==> src/source/fma_op_pkg.sv <==
package fma_op_pkg;

    // rounding mode codes
    localparam logic [1:0] RND_RZ  = 2'd0;   // toward zero
    localparam logic [1:0] RND_RNE = 2'd1;   // nearest, ties to even
    localparam logic [1:0] RND_RDN = 2'd2;   // toward -inf
    localparam logic [1:0] RND_RUP = 2'd3;   // toward +inf

    // bit positions in the 4 bit flag vector
    localparam int FLAG_NV = 3;   // invalid
    localparam int FLAG_OF = 2;   // overflow
    localparam int FLAG_UF = 1;   // underflow
    localparam int FLAG_NX = 0;   // inexact

    // bits in one packed product record
    localparam int PROD_W = 67;

    localparam int FIFO_DEPTH = 4;   // records held between the two stages

endpackage

==> src/source/fp16_pkg.sv <==
package fp16_pkg;

    // field widths of one binary16 word
    localparam int EXP_W = 5;
    localparam int MAN_W = 10;   // stored fraction, hidden bit not counted

    localparam int BIAS    = 15;   // exponent bias
    localparam int EXP_MAX = 31;   // all ones exponent, inf or nan

    ////////////////////////////////////////////////////////////////////////////
    // fixed encodings

    localparam logic [15:0] QNAN       = 16'h7e00;   // canonical quiet nan
    localparam logic [15:0] POS_INF    = 16'h7c00;   // +inf, sign patched in
    localparam logic [15:0] MAX_FINITE = 16'h7bff;   // 65504
    localparam logic [15:0] ONE        = 16'h3c00;   // 1.0 for add-only ops

endpackage
==> src/source/fma16_unit.sv <==
module fma16_unit (
    input  logic        clk,
    input  logic        rst_n,
    input  logic        in_valid,
    output logic        in_ready,
    input  logic [15:0] x,
    input  logic [15:0] y,
    input  logic [15:0] z,
    input  logic        mul,
    input  logic        add,
    input  logic        negp,
    input  logic        negz,
    input  logic [1:0]  round_mode,
    output logic        out_valid,
    input  logic        out_ready,
    output logic [15:0] result,
    output logic [3:0]  flags
);

    // producer side of the record
    logic                         p_valid;
    logic                         p_ready;
    logic                         p_sign;
    logic [6:0]                   p_exp;
    logic [2*fp16_pkg::MAN_W+1:0] p_mant;
    logic                         z_sign;
    logic [fp16_pkg::EXP_W-1:0]   z_exp;
    logic [fp16_pkg::MAN_W:0]     z_mant;
    logic                         spec_hit;
    logic [15:0]                  spec_result;
    logic                         spec_nv;
    logic [1:0]                   rnd;
    logic [fma_op_pkg::PROD_W-1:0] p_rec;

    // FIFO head, unpacked for the consumer
    logic                         q_valid;
    logic                         q_ready;
    logic                         q_sign;
    logic [6:0]                   q_exp;
    logic [2*fp16_pkg::MAN_W+1:0] q_mant;
    logic                         q_z_sign;
    logic [fp16_pkg::EXP_W-1:0]   q_z_exp;
    logic [fp16_pkg::MAN_W:0]     q_z_mant;
    logic                         q_spec_hit;
    logic [15:0]                  q_spec_result;
    logic                         q_spec_nv;
    logic [1:0]                   q_rnd;
    logic [fma_op_pkg::PROD_W-1:0] q_rec;

    fma16_product_stage u_prod (
        .clk, .rst_n, .in_valid, .in_ready, .x, .y, .z,
        .mul, .add, .negp, .negz, .round_mode,
        .p_valid, .p_ready, .p_sign, .p_exp, .p_mant,
        .z_sign, .z_exp, .z_mant, .spec_hit, .spec_result, .spec_nv, .rnd
    );

    // same field order on both sides of the buffer
    assign p_rec = {p_sign, p_exp, p_mant, z_sign, z_exp, z_mant,
                    spec_hit, spec_result, spec_nv, rnd};
    assign {q_sign, q_exp, q_mant, q_z_sign, q_z_exp, q_z_mant,
            q_spec_hit, q_spec_result, q_spec_nv, q_rnd} = q_rec;

    fma16_fifo #(.WIDTH(fma_op_pkg::PROD_W)) u_fifo (
        .clk, .rst_n,
        .in_valid(p_valid), .in_ready(p_ready), .in_data(p_rec),
        .out_valid(q_valid), .out_ready(q_ready), .out_data(q_rec)
    );

    fma16_sum_round u_sum (
        .clk, .rst_n, .in_valid(q_valid), .in_ready(q_ready),
        .p_sign(q_sign), .p_exp(q_exp), .p_mant(q_mant),
        .z_sign(q_z_sign), .z_exp(q_z_exp), .z_mant(q_z_mant),
        .spec_hit(q_spec_hit), .spec_result(q_spec_result), .spec_nv(q_spec_nv),
        .rnd(q_rnd), .out_valid, .out_ready, .result, .flags
    );

endmodule

==> src/source/fma16_sum_round.sv <==
module fma16_sum_round (
    input  logic                         clk,
    input  logic                         rst_n,
    input  logic                         in_valid,
    output logic                         in_ready,
    input  logic                         p_sign,
    input  logic [6:0]                   p_exp,
    input  logic [2*fp16_pkg::MAN_W+1:0] p_mant,
    input  logic                         z_sign,
    input  logic [fp16_pkg::EXP_W-1:0]   z_exp,
    input  logic [fp16_pkg::MAN_W:0]     z_mant,
    input  logic                         spec_hit,
    input  logic [15:0]                  spec_result,
    input  logic                         spec_nv,
    input  logic [1:0]                   rnd,
    output logic                         out_valid,
    input  logic                         out_ready,
    output logic [15:0]                  result,
    output logic [3:0]                   flags
);

    ////////////////////////////////////////////////////////////////////////////
    // 40 bit field, bit 0 sticky, product at [24:3], bit 23 weighs 2^(e_base)
    // addend starts at [38:28], 15 places above the product, and moves right

    logic              sub;              // effective subtraction
    logic              prod_zero;
    logic [8:0]        amt_raw;          // two's complement shift before clamp
    logic              clamp;
    logic [6:0]        amt;
    logic [8:0]        e_base;           // biased exponent of field bit 23
    logic [39:0]       p_field;
    logic [39:0]       a_top;
    logic [39:0]       a_shift;
    logic [39:0]       a_low;            // bits pushed past the field
    logic [39:0]       a_field;
    logic [40:0]       diff;             // top bit is the borrow
    logic [39:0]       mag;
    logic              r_sign;
    logic [5:0]        lz;
    logic [39:0]       norm;
    logic              g, s;             // guard and sticky
    logic              inc;
    logic [11:0]       rounded;          // carry, hidden bit, fraction
    logic [8:0]        res_exp;
    logic signed [8:0] fin_exp;
    logic              to_inf;
    logic [15:0]       res_c;
    logic [3:0]        flg_c;

    assign sub       = p_sign ^ z_sign;
    assign prod_zero = (p_mant == '0);
    assign amt_raw   = 9'd15 + {{2{p_exp[6]}}, p_exp} - {4'd0, z_exp};
    assign clamp     = prod_zero | amt_raw[8];   // addend on top, product only sticky
    assign amt       = clamp ? 7'd0 : amt_raw[6:0];
    assign e_base    = clamp ? {4'd0, z_exp} - 9'd15 : {{2{p_exp[6]}}, p_exp};

    assign p_field            = {15'd0, p_mant, 3'd0};
    assign a_top              = {1'b0, z_mant, 28'd0};
    assign {a_shift, a_low}   = {a_top, 40'd0} >> amt;
    assign a_field            = {a_shift[39:1], a_shift[0] | (|a_low)};
    assign diff               = {1'b0, p_field} - {1'b0, a_field};

    always_comb begin
        if (!sub) begin
            mag    = p_field + a_field;
            r_sign = p_sign;
        end else if (!diff[40]) begin
            mag    = diff[39:0];
            r_sign = p_sign;
        end else begin
            mag    = a_field - p_field;   // addend larger, its sign wins
            r_sign = z_sign;
        end
    end

    // leading zero count, highest set bit wins
    always_comb begin
        lz = 6'd0;
        for (int i = 0; i < 40; i++) begin
            if (mag[i]) lz = 6'(39 - i);
        end
    end

    assign norm    = mag << lz;
    assign res_exp = e_base + 9'd16 - {3'd0, lz};
    assign g       = norm[28];
    assign s       = |norm[27:0];

    ////////////////////////////////////////////////////////////////////////////
    // rounding

    always_comb begin
        case (rnd)
            fma_op_pkg::RND_RZ:  inc = 1'b0;
            fma_op_pkg::RND_RNE: inc = g & (s | norm[29]);   // ties go to even
            fma_op_pkg::RND_RDN: inc = r_sign & (g | s);
            fma_op_pkg::RND_RUP: inc = ~r_sign & (g | s);
        endcase
    end

    assign rounded = {1'b0, norm[39:29]} + 12'(inc);
    assign fin_exp = res_exp + {8'd0, rounded[11]};   // mantissa carry bumps exponent
    assign to_inf  = (rnd == fma_op_pkg::RND_RNE) |
                     ((rnd == fma_op_pkg::RND_RUP) & ~r_sign) |
                     ((rnd == fma_op_pkg::RND_RDN) & r_sign);

    always_comb begin
        res_c = {r_sign, fin_exp[fp16_pkg::EXP_W-1:0], rounded[fp16_pkg::MAN_W-1:0]};
        flg_c = '0;
        flg_c[fma_op_pkg::FLAG_NX] = g | s;
        if (spec_hit) begin
            res_c = spec_result;                       // decided by the producer
            flg_c = '0;
            flg_c[fma_op_pkg::FLAG_NV] = spec_nv;
        end else if (mag == '0) begin
            // exact zero, -0 only for rdn cancel or two negative zeros
            res_c = {sub ? (rnd == fma_op_pkg::RND_RDN) : p_sign, 15'd0};
        end else if (fin_exp >= fp16_pkg::EXP_MAX) begin
            res_c = to_inf ? {r_sign, fp16_pkg::POS_INF[14:0]}
                           : {r_sign, fp16_pkg::MAX_FINITE[14:0]};
            flg_c[fma_op_pkg::FLAG_OF] = 1'b1;
            flg_c[fma_op_pkg::FLAG_NX] = 1'b1;
        end else if (fin_exp <= 0) begin
            res_c = {r_sign, 15'd0};                   // flush to signed zero
            flg_c[fma_op_pkg::FLAG_UF] = 1'b1;
            flg_c[fma_op_pkg::FLAG_NX] = 1'b1;
        end
    end

    assign in_ready = ~out_valid | out_ready;

    always_ff @(posedge clk) begin
        if (!rst_n) begin
            out_valid <= 1'b0;
        end else if (in_ready) begin
            out_valid <= in_valid;
        end
    end

    always_ff @(posedge clk) begin
        if (in_valid && in_ready) begin
            result <= res_c;
            flags  <= flg_c;
        end
    end

    a_out_hold: assert property (@(posedge clk) disable iff (!rst_n)
        out_valid && !out_ready |=> out_valid && $stable(result) && $stable(flags));

endmodule

==> src/source/fma16_fifo.sv <==
module fma16_fifo #(
    parameter int WIDTH = 8
) (
    input  logic             clk,
    input  logic             rst_n,
    input  logic             in_valid,
    output logic             in_ready,
    input  logic [WIDTH-1:0] in_data,
    output logic             out_valid,
    input  logic             out_ready,
    output logic [WIDTH-1:0] out_data
);

    logic [WIDTH-1:0]                          mem [fma_op_pkg::FIFO_DEPTH];
    logic [$clog2(fma_op_pkg::FIFO_DEPTH)-1:0] rd_ptr;   // wraps, depth is a power of two
    logic [$clog2(fma_op_pkg::FIFO_DEPTH)-1:0] wr_ptr;
    logic [$clog2(fma_op_pkg::FIFO_DEPTH):0]   count;    // 0 .. depth
    logic                                      wr;
    logic                                      rd;

    assign wr = in_valid & in_ready;
    assign rd = out_valid & out_ready;

    // full still takes a write when the head leaves on the same edge
    assign in_ready  = (count < fma_op_pkg::FIFO_DEPTH) | out_ready;
    assign out_valid = (count != '0);
    assign out_data  = mem[rd_ptr];

    always_ff @(posedge clk) begin
        if (!rst_n) begin
            rd_ptr <= '0;
            wr_ptr <= '0;
            count  <= '0;
        end else begin
            if (wr) wr_ptr <= wr_ptr + 1'b1;
            if (rd) rd_ptr <= rd_ptr + 1'b1;
            case ({wr, rd})
                2'b10:   count <= count + 1'b1;
                2'b01:   count <= count - 1'b1;
                default: count <= count;   // idle or pass-through
            endcase
        end
    end

    always_ff @(posedge clk) begin
        if (wr) mem[wr_ptr] <= in_data;
    end

    a_no_over: assert property (@(posedge clk) disable iff (!rst_n)
        count <= fma_op_pkg::FIFO_DEPTH);

    // empty means the pointers met, so the head is never read stale
    a_empty_ptrs: assert property (@(posedge clk) disable iff (!rst_n)
        count == '0 |-> rd_ptr == wr_ptr);

endmodule

==> src/source/fma16_product_stage.sv <==
module fma16_product_stage (
    input  logic                         clk,
    input  logic                         rst_n,
    input  logic                         in_valid,
    output logic                         in_ready,
    input  logic [15:0]                  x,
    input  logic [15:0]                  y,
    input  logic [15:0]                  z,
    input  logic                         mul,          // low takes y as 1.0
    input  logic                         add,          // low takes z as -0
    input  logic                         negp,
    input  logic                         negz,
    input  logic [1:0]                   round_mode,
    output logic                         p_valid,
    input  logic                         p_ready,
    output logic                         p_sign,
    output logic [6:0]                   p_exp,        // biased, may leave range
    output logic [2*fp16_pkg::MAN_W+1:0] p_mant,       // exact, point below bit 20
    output logic                         z_sign,
    output logic [fp16_pkg::EXP_W-1:0]   z_exp,
    output logic [fp16_pkg::MAN_W:0]     z_mant,
    output logic                         spec_hit,
    output logic [15:0]                  spec_result,
    output logic                         spec_nv,
    output logic [1:0]                   rnd
);

    logic [15:0]                y_op;                // after opcode substitution
    logic [15:0]                z_op;
    logic                       xs, ys, zs;
    logic [fp16_pkg::EXP_W-1:0] xe, ye, ze;
    logic [fp16_pkg::MAN_W:0]   xm, ym, zm;
    logic                       x_zero, y_zero;
    logic                       x_inf, y_inf, z_inf;
    logic                       x_qnan, y_qnan, z_qnan;
    logic                       x_snan, y_snan, z_snan;
    logic                       ps;                  // product sign after negp
    logic                       any_nan, any_snan;
    logic                       zero_inf;            // 0 * inf
    logic                       prod_inf;
    logic                       inf_diff;            // inf - inf
    logic                       bad_op;
    logic [15:0]                spec_c;

    assign y_op = mul ? y : fp16_pkg::ONE;
    assign z_op = add ? {z[15] ^ negz, z[14:0]} : 16'h8000;   // -0 keeps a zero product's sign

    fma16_classify u_cls_x (.operand(x), .sign(xs), .exp(xe), .mant(xm), .is_zero(x_zero),
                            .is_inf(x_inf), .is_qnan(x_qnan), .is_snan(x_snan));
    fma16_classify u_cls_y (.operand(y_op), .sign(ys), .exp(ye), .mant(ym), .is_zero(y_zero),
                            .is_inf(y_inf), .is_qnan(y_qnan), .is_snan(y_snan));
    fma16_classify u_cls_z (.operand(z_op), .sign(zs), .exp(ze), .mant(zm), .is_zero(),
                            .is_inf(z_inf), .is_qnan(z_qnan), .is_snan(z_snan));

    ////////////////////////////////////////////////////////////////////////////
    // special cases, decided here so the sum stage only bypasses

    assign ps       = xs ^ ys ^ negp;
    assign any_nan  = x_qnan | x_snan | y_qnan | y_snan | z_qnan | z_snan;
    assign any_snan = x_snan | y_snan | z_snan;
    assign zero_inf = (x_zero & y_inf) | (y_zero & x_inf);
    assign prod_inf = x_inf | y_inf;
    assign inf_diff = prod_inf & z_inf & (ps ^ zs);
    assign bad_op   = any_nan | zero_inf | inf_diff;

    assign spec_c = bad_op   ? fp16_pkg::QNAN :
                    prod_inf ? {ps, fp16_pkg::POS_INF[14:0]} :
                               {zs, fp16_pkg::POS_INF[14:0]};   // finite product, inf addend

    assign in_ready = ~p_valid | p_ready;

    always_ff @(posedge clk) begin
        if (!rst_n) begin
            p_valid <= 1'b0;
        end else if (in_ready) begin
            p_valid <= in_valid;
        end
    end

    // record payload, loaded on accept only
    always_ff @(posedge clk) begin
        if (in_valid && in_ready) begin
            p_sign      <= ps;
            p_exp       <= 7'(xe) + 7'(ye) - 7'(fp16_pkg::BIAS);
            p_mant      <= 22'(xm) * 22'(ym);
            z_sign      <= zs;
            z_exp       <= ze;
            z_mant      <= zm;
            spec_hit    <= bad_op | prod_inf | z_inf;
            spec_result <= spec_c;
            spec_nv     <= any_snan | (~any_nan & (zero_inf | inf_diff));   // quiet nan wins
            rnd         <= round_mode;
        end
    end

    a_rec_hold: assert property (@(posedge clk) disable iff (!rst_n)
        p_valid && !p_ready |=> p_valid && $stable({p_sign, p_exp, p_mant, z_sign, z_exp,
                                                    z_mant, spec_hit, spec_result, spec_nv, rnd}));

endmodule

==> src/source/fma16_classify.sv <==
module fma16_classify (
    input  logic [15:0]                operand,
    output logic                       sign,
    output logic [fp16_pkg::EXP_W-1:0] exp,
    output logic [fp16_pkg::MAN_W:0]   mant,      // hidden bit on top
    output logic                       is_zero,
    output logic                       is_inf,
    output logic                       is_qnan,
    output logic                       is_snan
);

    logic [fp16_pkg::MAN_W-1:0] frac;       // stored fraction
    logic                       exp_ones;   // inf or nan exponent

    assign sign     = operand[15];
    assign exp      = operand[14 -: fp16_pkg::EXP_W];
    assign frac     = operand[fp16_pkg::MAN_W-1:0];
    assign exp_ones = (int'(exp) == fp16_pkg::EXP_MAX);

    // zero exponent is zero, subnormals flushed along with it
    assign is_zero = (exp == '0);
    assign mant    = is_zero ? '0 : {1'b1, frac};

    assign is_inf  = exp_ones & ~|frac;
    // top fraction bit tells quiet from signaling
    assign is_qnan = exp_ones & frac[fp16_pkg::MAN_W-1];
    assign is_snan = exp_ones & ~frac[fp16_pkg::MAN_W-1] & |frac;

endmodule

==> config.mk <==
export PLATFORM = sky130hd
export DESIGN_NAME = fma16_unit
export DESIGN_NICKNAME = d
export VERILOG_FILES = /design/src/source/fma_op_pkg.sv /design/src/source/fp16_pkg.sv /design/src/source/fma16_unit.sv /design/src/source/fma16_sum_round.sv /design/src/source/fma16_fifo.sv /design/src/source/fma16_product_stage.sv /design/src/source/fma16_classify.sv
export SDC_FILE = /design/constraint.sdc
export NUM_CORES = 1
export LEC_CHECK = 0
export ABC_AREA = 1
export BUFFER_PORTS_ARGS = -buffer_cell sky130_fd_sc_hd__clkbuf_2
export CAP_MARGIN = 20
export CORE_ASPECT_RATIO = 0.7
export CORE_UTILIZATION = 65
export CTS_BUF_LIST = sky130_fd_sc_hd__clkbuf_4 sky130_fd_sc_hd__clkbuf_8
export CTS_CLUSTER_SIZE = 10
export DETAILED_ROUTE_END_ITERATION = 8
export PLACE_DENSITY = 0.83
export SYNTH_ARGS = -nofsm -noshare
export SYNTH_HDL_FRONTEND = slang
export SYNTH_HIERARCHICAL = 1
export SYNTH_SLANG_ARGS = --single-unit
==> constraint.sdc <==
create_clock -name clk -period 15.05 [get_ports clk]
set_clock_uncertainty 0.05 [all_clocks]
set_input_delay 2.2575 -clock clk [delete_from_list [all_inputs] [get_ports clk]]
set_output_delay 2.2575 -clock clk [all_outputs]
set_load 0.02 [all_outputs]
==> metrics, run 1 <==
1st-pass router iterations=8; Final Critical Period=13.85 ns; setup violators final=0; CTS tree=yes; Via density=5.83; clk sinks=~350; fin crit share=0.920; Final Hold Vio Count=0; Mapped Cells=3750; status=finished, final reports clean; Bufs on Longest Clock Path=3; Root Buffer=clkbuf_8; grt met2 use=0.504; Layout fillers=3502; dpl hpwl=61800 µm; Syn Std Cell Area=28800 µm²; global-route wire length before repair=127000 µm; Max Cap Viol=0; htree depth=2; routed wire length=about 82000 µm; Slew Limit Fails=0; final net count=4064; antenna violations before repair=0; Worst EP arrival=14.27 ns; Core Region=roughly 44000 µm²; P&R area growth vs syn=5.94%; starting density of the core=0.659; fraction of layout cells with a size suffix above 1=0.0849; Fmax achieved=72.2 MHz; Critical Path Source Type=flip-flop; Clk pin slew, worst setup/hold paths=0.07 ns; initial DRC count=3488; Final TNS setup=0 ns; Setup Slack @ Placement=0.498 ns; Worst Hold Class=reg -> reg; CP most frequent cell=nand2_1; syn avg cell area=7.67 µm²; relative max-transition margin=0.381; IO Port Bufs=79; FP Rows=64; hold path startpoint=u_fifo/count[0]$_SDFFE_PN0P_; Die H=178 µm; Top Usage Layer GRT=met1; final design utilization=0.698; I/O pin count=80; Die X=between 200 and 300 µm; met1 usage=0.552; Setup crit end kind=flip-flop; Worst Setup Slack, final=1.20 ns; placer congestion estimate=1.05; GR Util met3=0.115; drc violations=0; Worst EP required=15.47 ns; clk_lat worst skew=0.60 ns; worst slew pin tran=0.923 ns; Total Routing Usage GR=0.363; ANT cells=0; peak fanout along the critical path=42; die area=45100 µm²; vias in the first global route=23386; Avg WL per Cell=18.6 µm; Overflow after GRT=0; Yosys warning count=6; Post-DRT Antenna Nets=0; slowest stage delay, CP=0.65 ns; largest net degree at the start of global routing=57; TritonCTS Buffers=51; Crit Path Class=reg -> reg; Critical Path Slowest Stage Cell=o22ai_1; vias=approximately 26000
[worst max-delay path: cells and delay by family, from the launching register on]
kind | cells | cell delay [ns]
AOI/OAI and AO/OA | 21 | 4.17
xor gates and xnor gates | 1 | 0.37
adders and majority gates | 5 | 1.40
DFF | 1 | 0.44
and+or+nand+nor | 58 | 5.56
buffers and inverters | 13 | 1.74
[area by class of cell]
type / instances / area [µm²] / area share
sequential: 352 / 10500 / 0.343
inverter: 581 / 2200 / 0.0721
multi-input combinational: 2641 / 15200 / 0.499
clock buffer: 62 / 785 / 0.0257
clock inverter: 32 / 248 / 0.00813
timing repair buffer: 123 / 812 / 0.0267
tap: 594 / 743 / 0.0244
timing repair inverter: 1 / 7.51 / 0.000246
[sequential cells by signal (all words and copies together) (netlist names), 3 cells and up, named ones only]
name,cells
u_sum/result,16
u_prod/z_mant,11
u_prod/p_mant,22
u_sum/flags,4
u_prod/z_exp,5
u_prod/p_exp,7
u_fifo/count,3
u_fifo/mem,268
[worst paths after layout]
| check | slack (ns) | end | cells after the start |
|---|---|---|---|
| hold / removal | 0.43 | u_fifo/count[0]$_SDFFE_PN0P_ | 1 |
| setup / recovery | 1.20 | u_sum/result[2]$_DFFE_PP_ | 98 |
| hold reg to reg | 0.43 | u_fifo/count[0]$_SDFFE_PN0P_ | 1 |
| setup reg to reg | 1.20 | u_sum/result[2]$_DFFE_PP_ | 98 |
[cell usage in the layout (no fill, tap or decap), types with 8 or more instances in the layout]
cell	count
nand3_2	11
clkbuf_2	79
nor2_2	18
xor2_1	46
nand4_1	41
conb_1	14
o21ai_1	29
ha_1	169
clkbuf_4	11
clkbuf_8	51
nand2_2	23
nor3_1	24
nor4_1	8
edfxtp_1	341
nand3_1	374
a31oi_1	10
nor2_4	14
o21ai_0	217
buf_4	33
nor2_1	370
inv_2	15
o22ai_1	71
inv_1	561
o211ai_1	10
dfxtp_1	9
fa_1	86
nand2_1	868
clkinv_1	19
a21oi_1	139
[per-stage QoR]
stage	area, µm²	cells	hold slack (ns)
final	30500	4386	0.435
after global routing	30500	4386	0.449
after CTS	30200	4379	0.427
after detailed placement	29200	4285	0.417
after global placement	29200	4285	0.409
after floorplan	28800	3762	0.394
[metal layers]
metal,wire [µm],vias to the layer above
met5,0,-
met4,1120,0
met3,11700,104
met2,32900,1486
met1,35900,11741
li1,-,12245
[timing repair]
action	4_1_cts	5_1_grt
setup endpoints to repair	0	18
gates resized for setup	0	41
buffers inserted	0	6
hold buffers	0	0
Power of run 1 is not shown: default switching activity piles up to over one toggle a cycle in this logic, so the estimate is an artifact.
==> run 2, diff against run 1 <==
- PLACE_DENSITY: 0.83 -> 0.93
==> metrics, run 2 (synthesized netlist as in run 1, its figures left out) <==
status=finished, final reports clean; Fmax achieved=69.6 MHz (-3.6%); clk sinks=352 (unchanged); placer congestion estimate=1.08 (+2.1%); FP Rows=64 (unchanged); slowest stage delay, CP=0.61 ns (-0.04 ns); dpl hpwl=63300 µm (+2.3%); fin crit share=0.955 (+0.0344); Bufs on Longest Clock Path=3 (unchanged); Placed Area=29200 µm² (+0.12%); Largest regs=u_fifo/mem (268), u_prod/p_mant (22), u_sum/result (16); setup violators final=0 (unchanged); post-route cell area=30400 µm² (-0.28%); Via density=6.08 (+4.2%); Core Region=43600 µm² (unchanged); I/O pin count=80 (unchanged); P&R area growth vs syn=5.65%; global-route wire length before repair=133000 µm (+5.2%); Root Buffer=clkbuf_8; 1st-pass router iterations=7 (-1); TritonCTS Buffers=52 (+2.0%); die area=45100 µm² (unchanged); Total Routing Usage GR=0.381 (+0.0178); max FFs per register=268 (unchanged); Worst EP arrival=14.71 ns (+0.44 ns); Worst EP required=15.39 ns (-0.08 ns); IO Port Bufs=79 (unchanged); hold_buf cts=0 (unchanged); Crit Path Class=reg -> reg; routed wire length=85800 µm (+5.0%); Top reg by flops=u_fifo/mem; Final Critical Period=14.37 ns (+0.518 ns); Die H=178 µm (unchanged); Slew Limit Fails=0 (unchanged); CP most frequent cell=nand2_1; drc violations=0 (unchanged); peak fanout along the critical path=44 (+4.8%); Max Cap Viol=0 (unchanged); htree depth=2 (unchanged); initial DRC count=3825 (+9.7%); Critical Path Source Type=flip-flop; fraction of layout cells with a size suffix above 1=0.0858 (+0.000836); clk_lat worst skew=0.66 ns (+0.06 ns); antenna violations before repair=1 (+1); relative max-transition margin=0.266 (-0.115); Die X=253 µm (unchanged); commonest non-fill, non-tap cell in the layout=nand2_1; Layout fillers=3282 (-6.3%); final net count=4066 (+0.049%); vias in the first global route=24772 (+5.9%); Top Family by Delay on Critical Path=simple AND/OR/NAND/NOR gates; Finished Layout Cells=4384 (-0.046%); Worst Hold Class=reg -> reg; Final Hold Vio Count=0 (unchanged); largest net degree at the start of global routing=106 (+86%); CTS tree=yes; vias=26641 (+4.2%); Final TNS setup=0 ns (unchanged); Overflow after GRT=0 (unchanged); dpl cells=4288 (+0.070%); Setup crit end kind=flip-flop; Buf/Inv on CP=10 (-3); Critical Path Slowest Stage Cell=nor2_1; ANT cells=0 (unchanged); Avg WL per Cell=19.6 µm (+5.0%); Post-DRT Antenna Nets=0 (unchanged); starting density of the core=0.659 (unchanged); worst slew pin tran=1.10 ns (+0.178 ns); most frequent cells in the layout=nand2_1 (869), inv_1 (561), nor2_1 (375); Clk pin slew, worst setup/hold paths=0.07 ns (about the same)
run 2: cell types whose count changed in the layout (fill, tap and decap cells not counted), moves of 3 or more:
cell / change
buf_4: +6
buf_6: -4
clkbuf_4: +8
clkinv_1: -11
inv_6: -4
nor2_1: +5
nor2_2: -3
xor2_1: -3
xor2_2: +3
run 2: metal layers:
layer / vias to the layer above / GRT usage / share of wire
li1: 12240 / - / -
met1: 12321 / 0.548 / 0.41
met2: 1882 / 0.552 / 0.42
met3: 196 / 0.114 / 0.15
met4: 2 / 0.116 / 0.026
met5: - / 0 / 0.00016
run 2: per-stage QoR:
stage / setup slack (ns) / utilization / hold slack (ns)
global route: -0.0744 / 0.696 / 0.452
detailed placement: 0.534 / 0.670 / 0.431
finish: 0.682 / 0.696 / 0.450
floorplan: 3.41 / - / 0.394
global placement: 0.882 / 0.670 / 0.413
CTS: 0.426 / 0.693 / 0.440
run 2: repair_timing:
item                       CTS  global route
setup endpoints to repair    0            18
setup buffers                0             4
resized for setup            0            28
run 2: worst paths after layout:
kind | start | endpoint | slack (ns) | depth (start not counted)
worst max-delay path | flip-flop | u_sum/result[2]$_DFFE_PP_ | 0.68 | 93
worst min-delay path | u_prod/p_mant[19]$_DFFE_PP_ | u_fifo/mem[0][56]$_DFFE_PP_ | 0.45 | 0
worst max register to register | flip-flop | u_sum/result[2]$_DFFE_PP_ | 0.68 | 93
worst min register to register | u_prod/p_mant[19]$_DFFE_PP_ | u_fifo/mem[0][56]$_DFFE_PP_ | 0.45 | 0
run 2: area by class of cell:
class / count / area, µm² / share of cell area
Inverter: 581 / 2210 / 0.0726
Tap cell: 594 / 743 / 0.0245
Timing Repair Buffer: 124 / 795 / 0.0262
Timing Repair inverter: 1 / 5.00 / 0.000165
Clock inverter: 20 / 145 / 0.00478
Clock buffer: 71 / 858 / 0.0283
Multi-Input combinational cell: 2641 / 15200 / 0.499
Sequential cell: 352 / 10500 / 0.345
Power of run 2 is left out for the same reason.
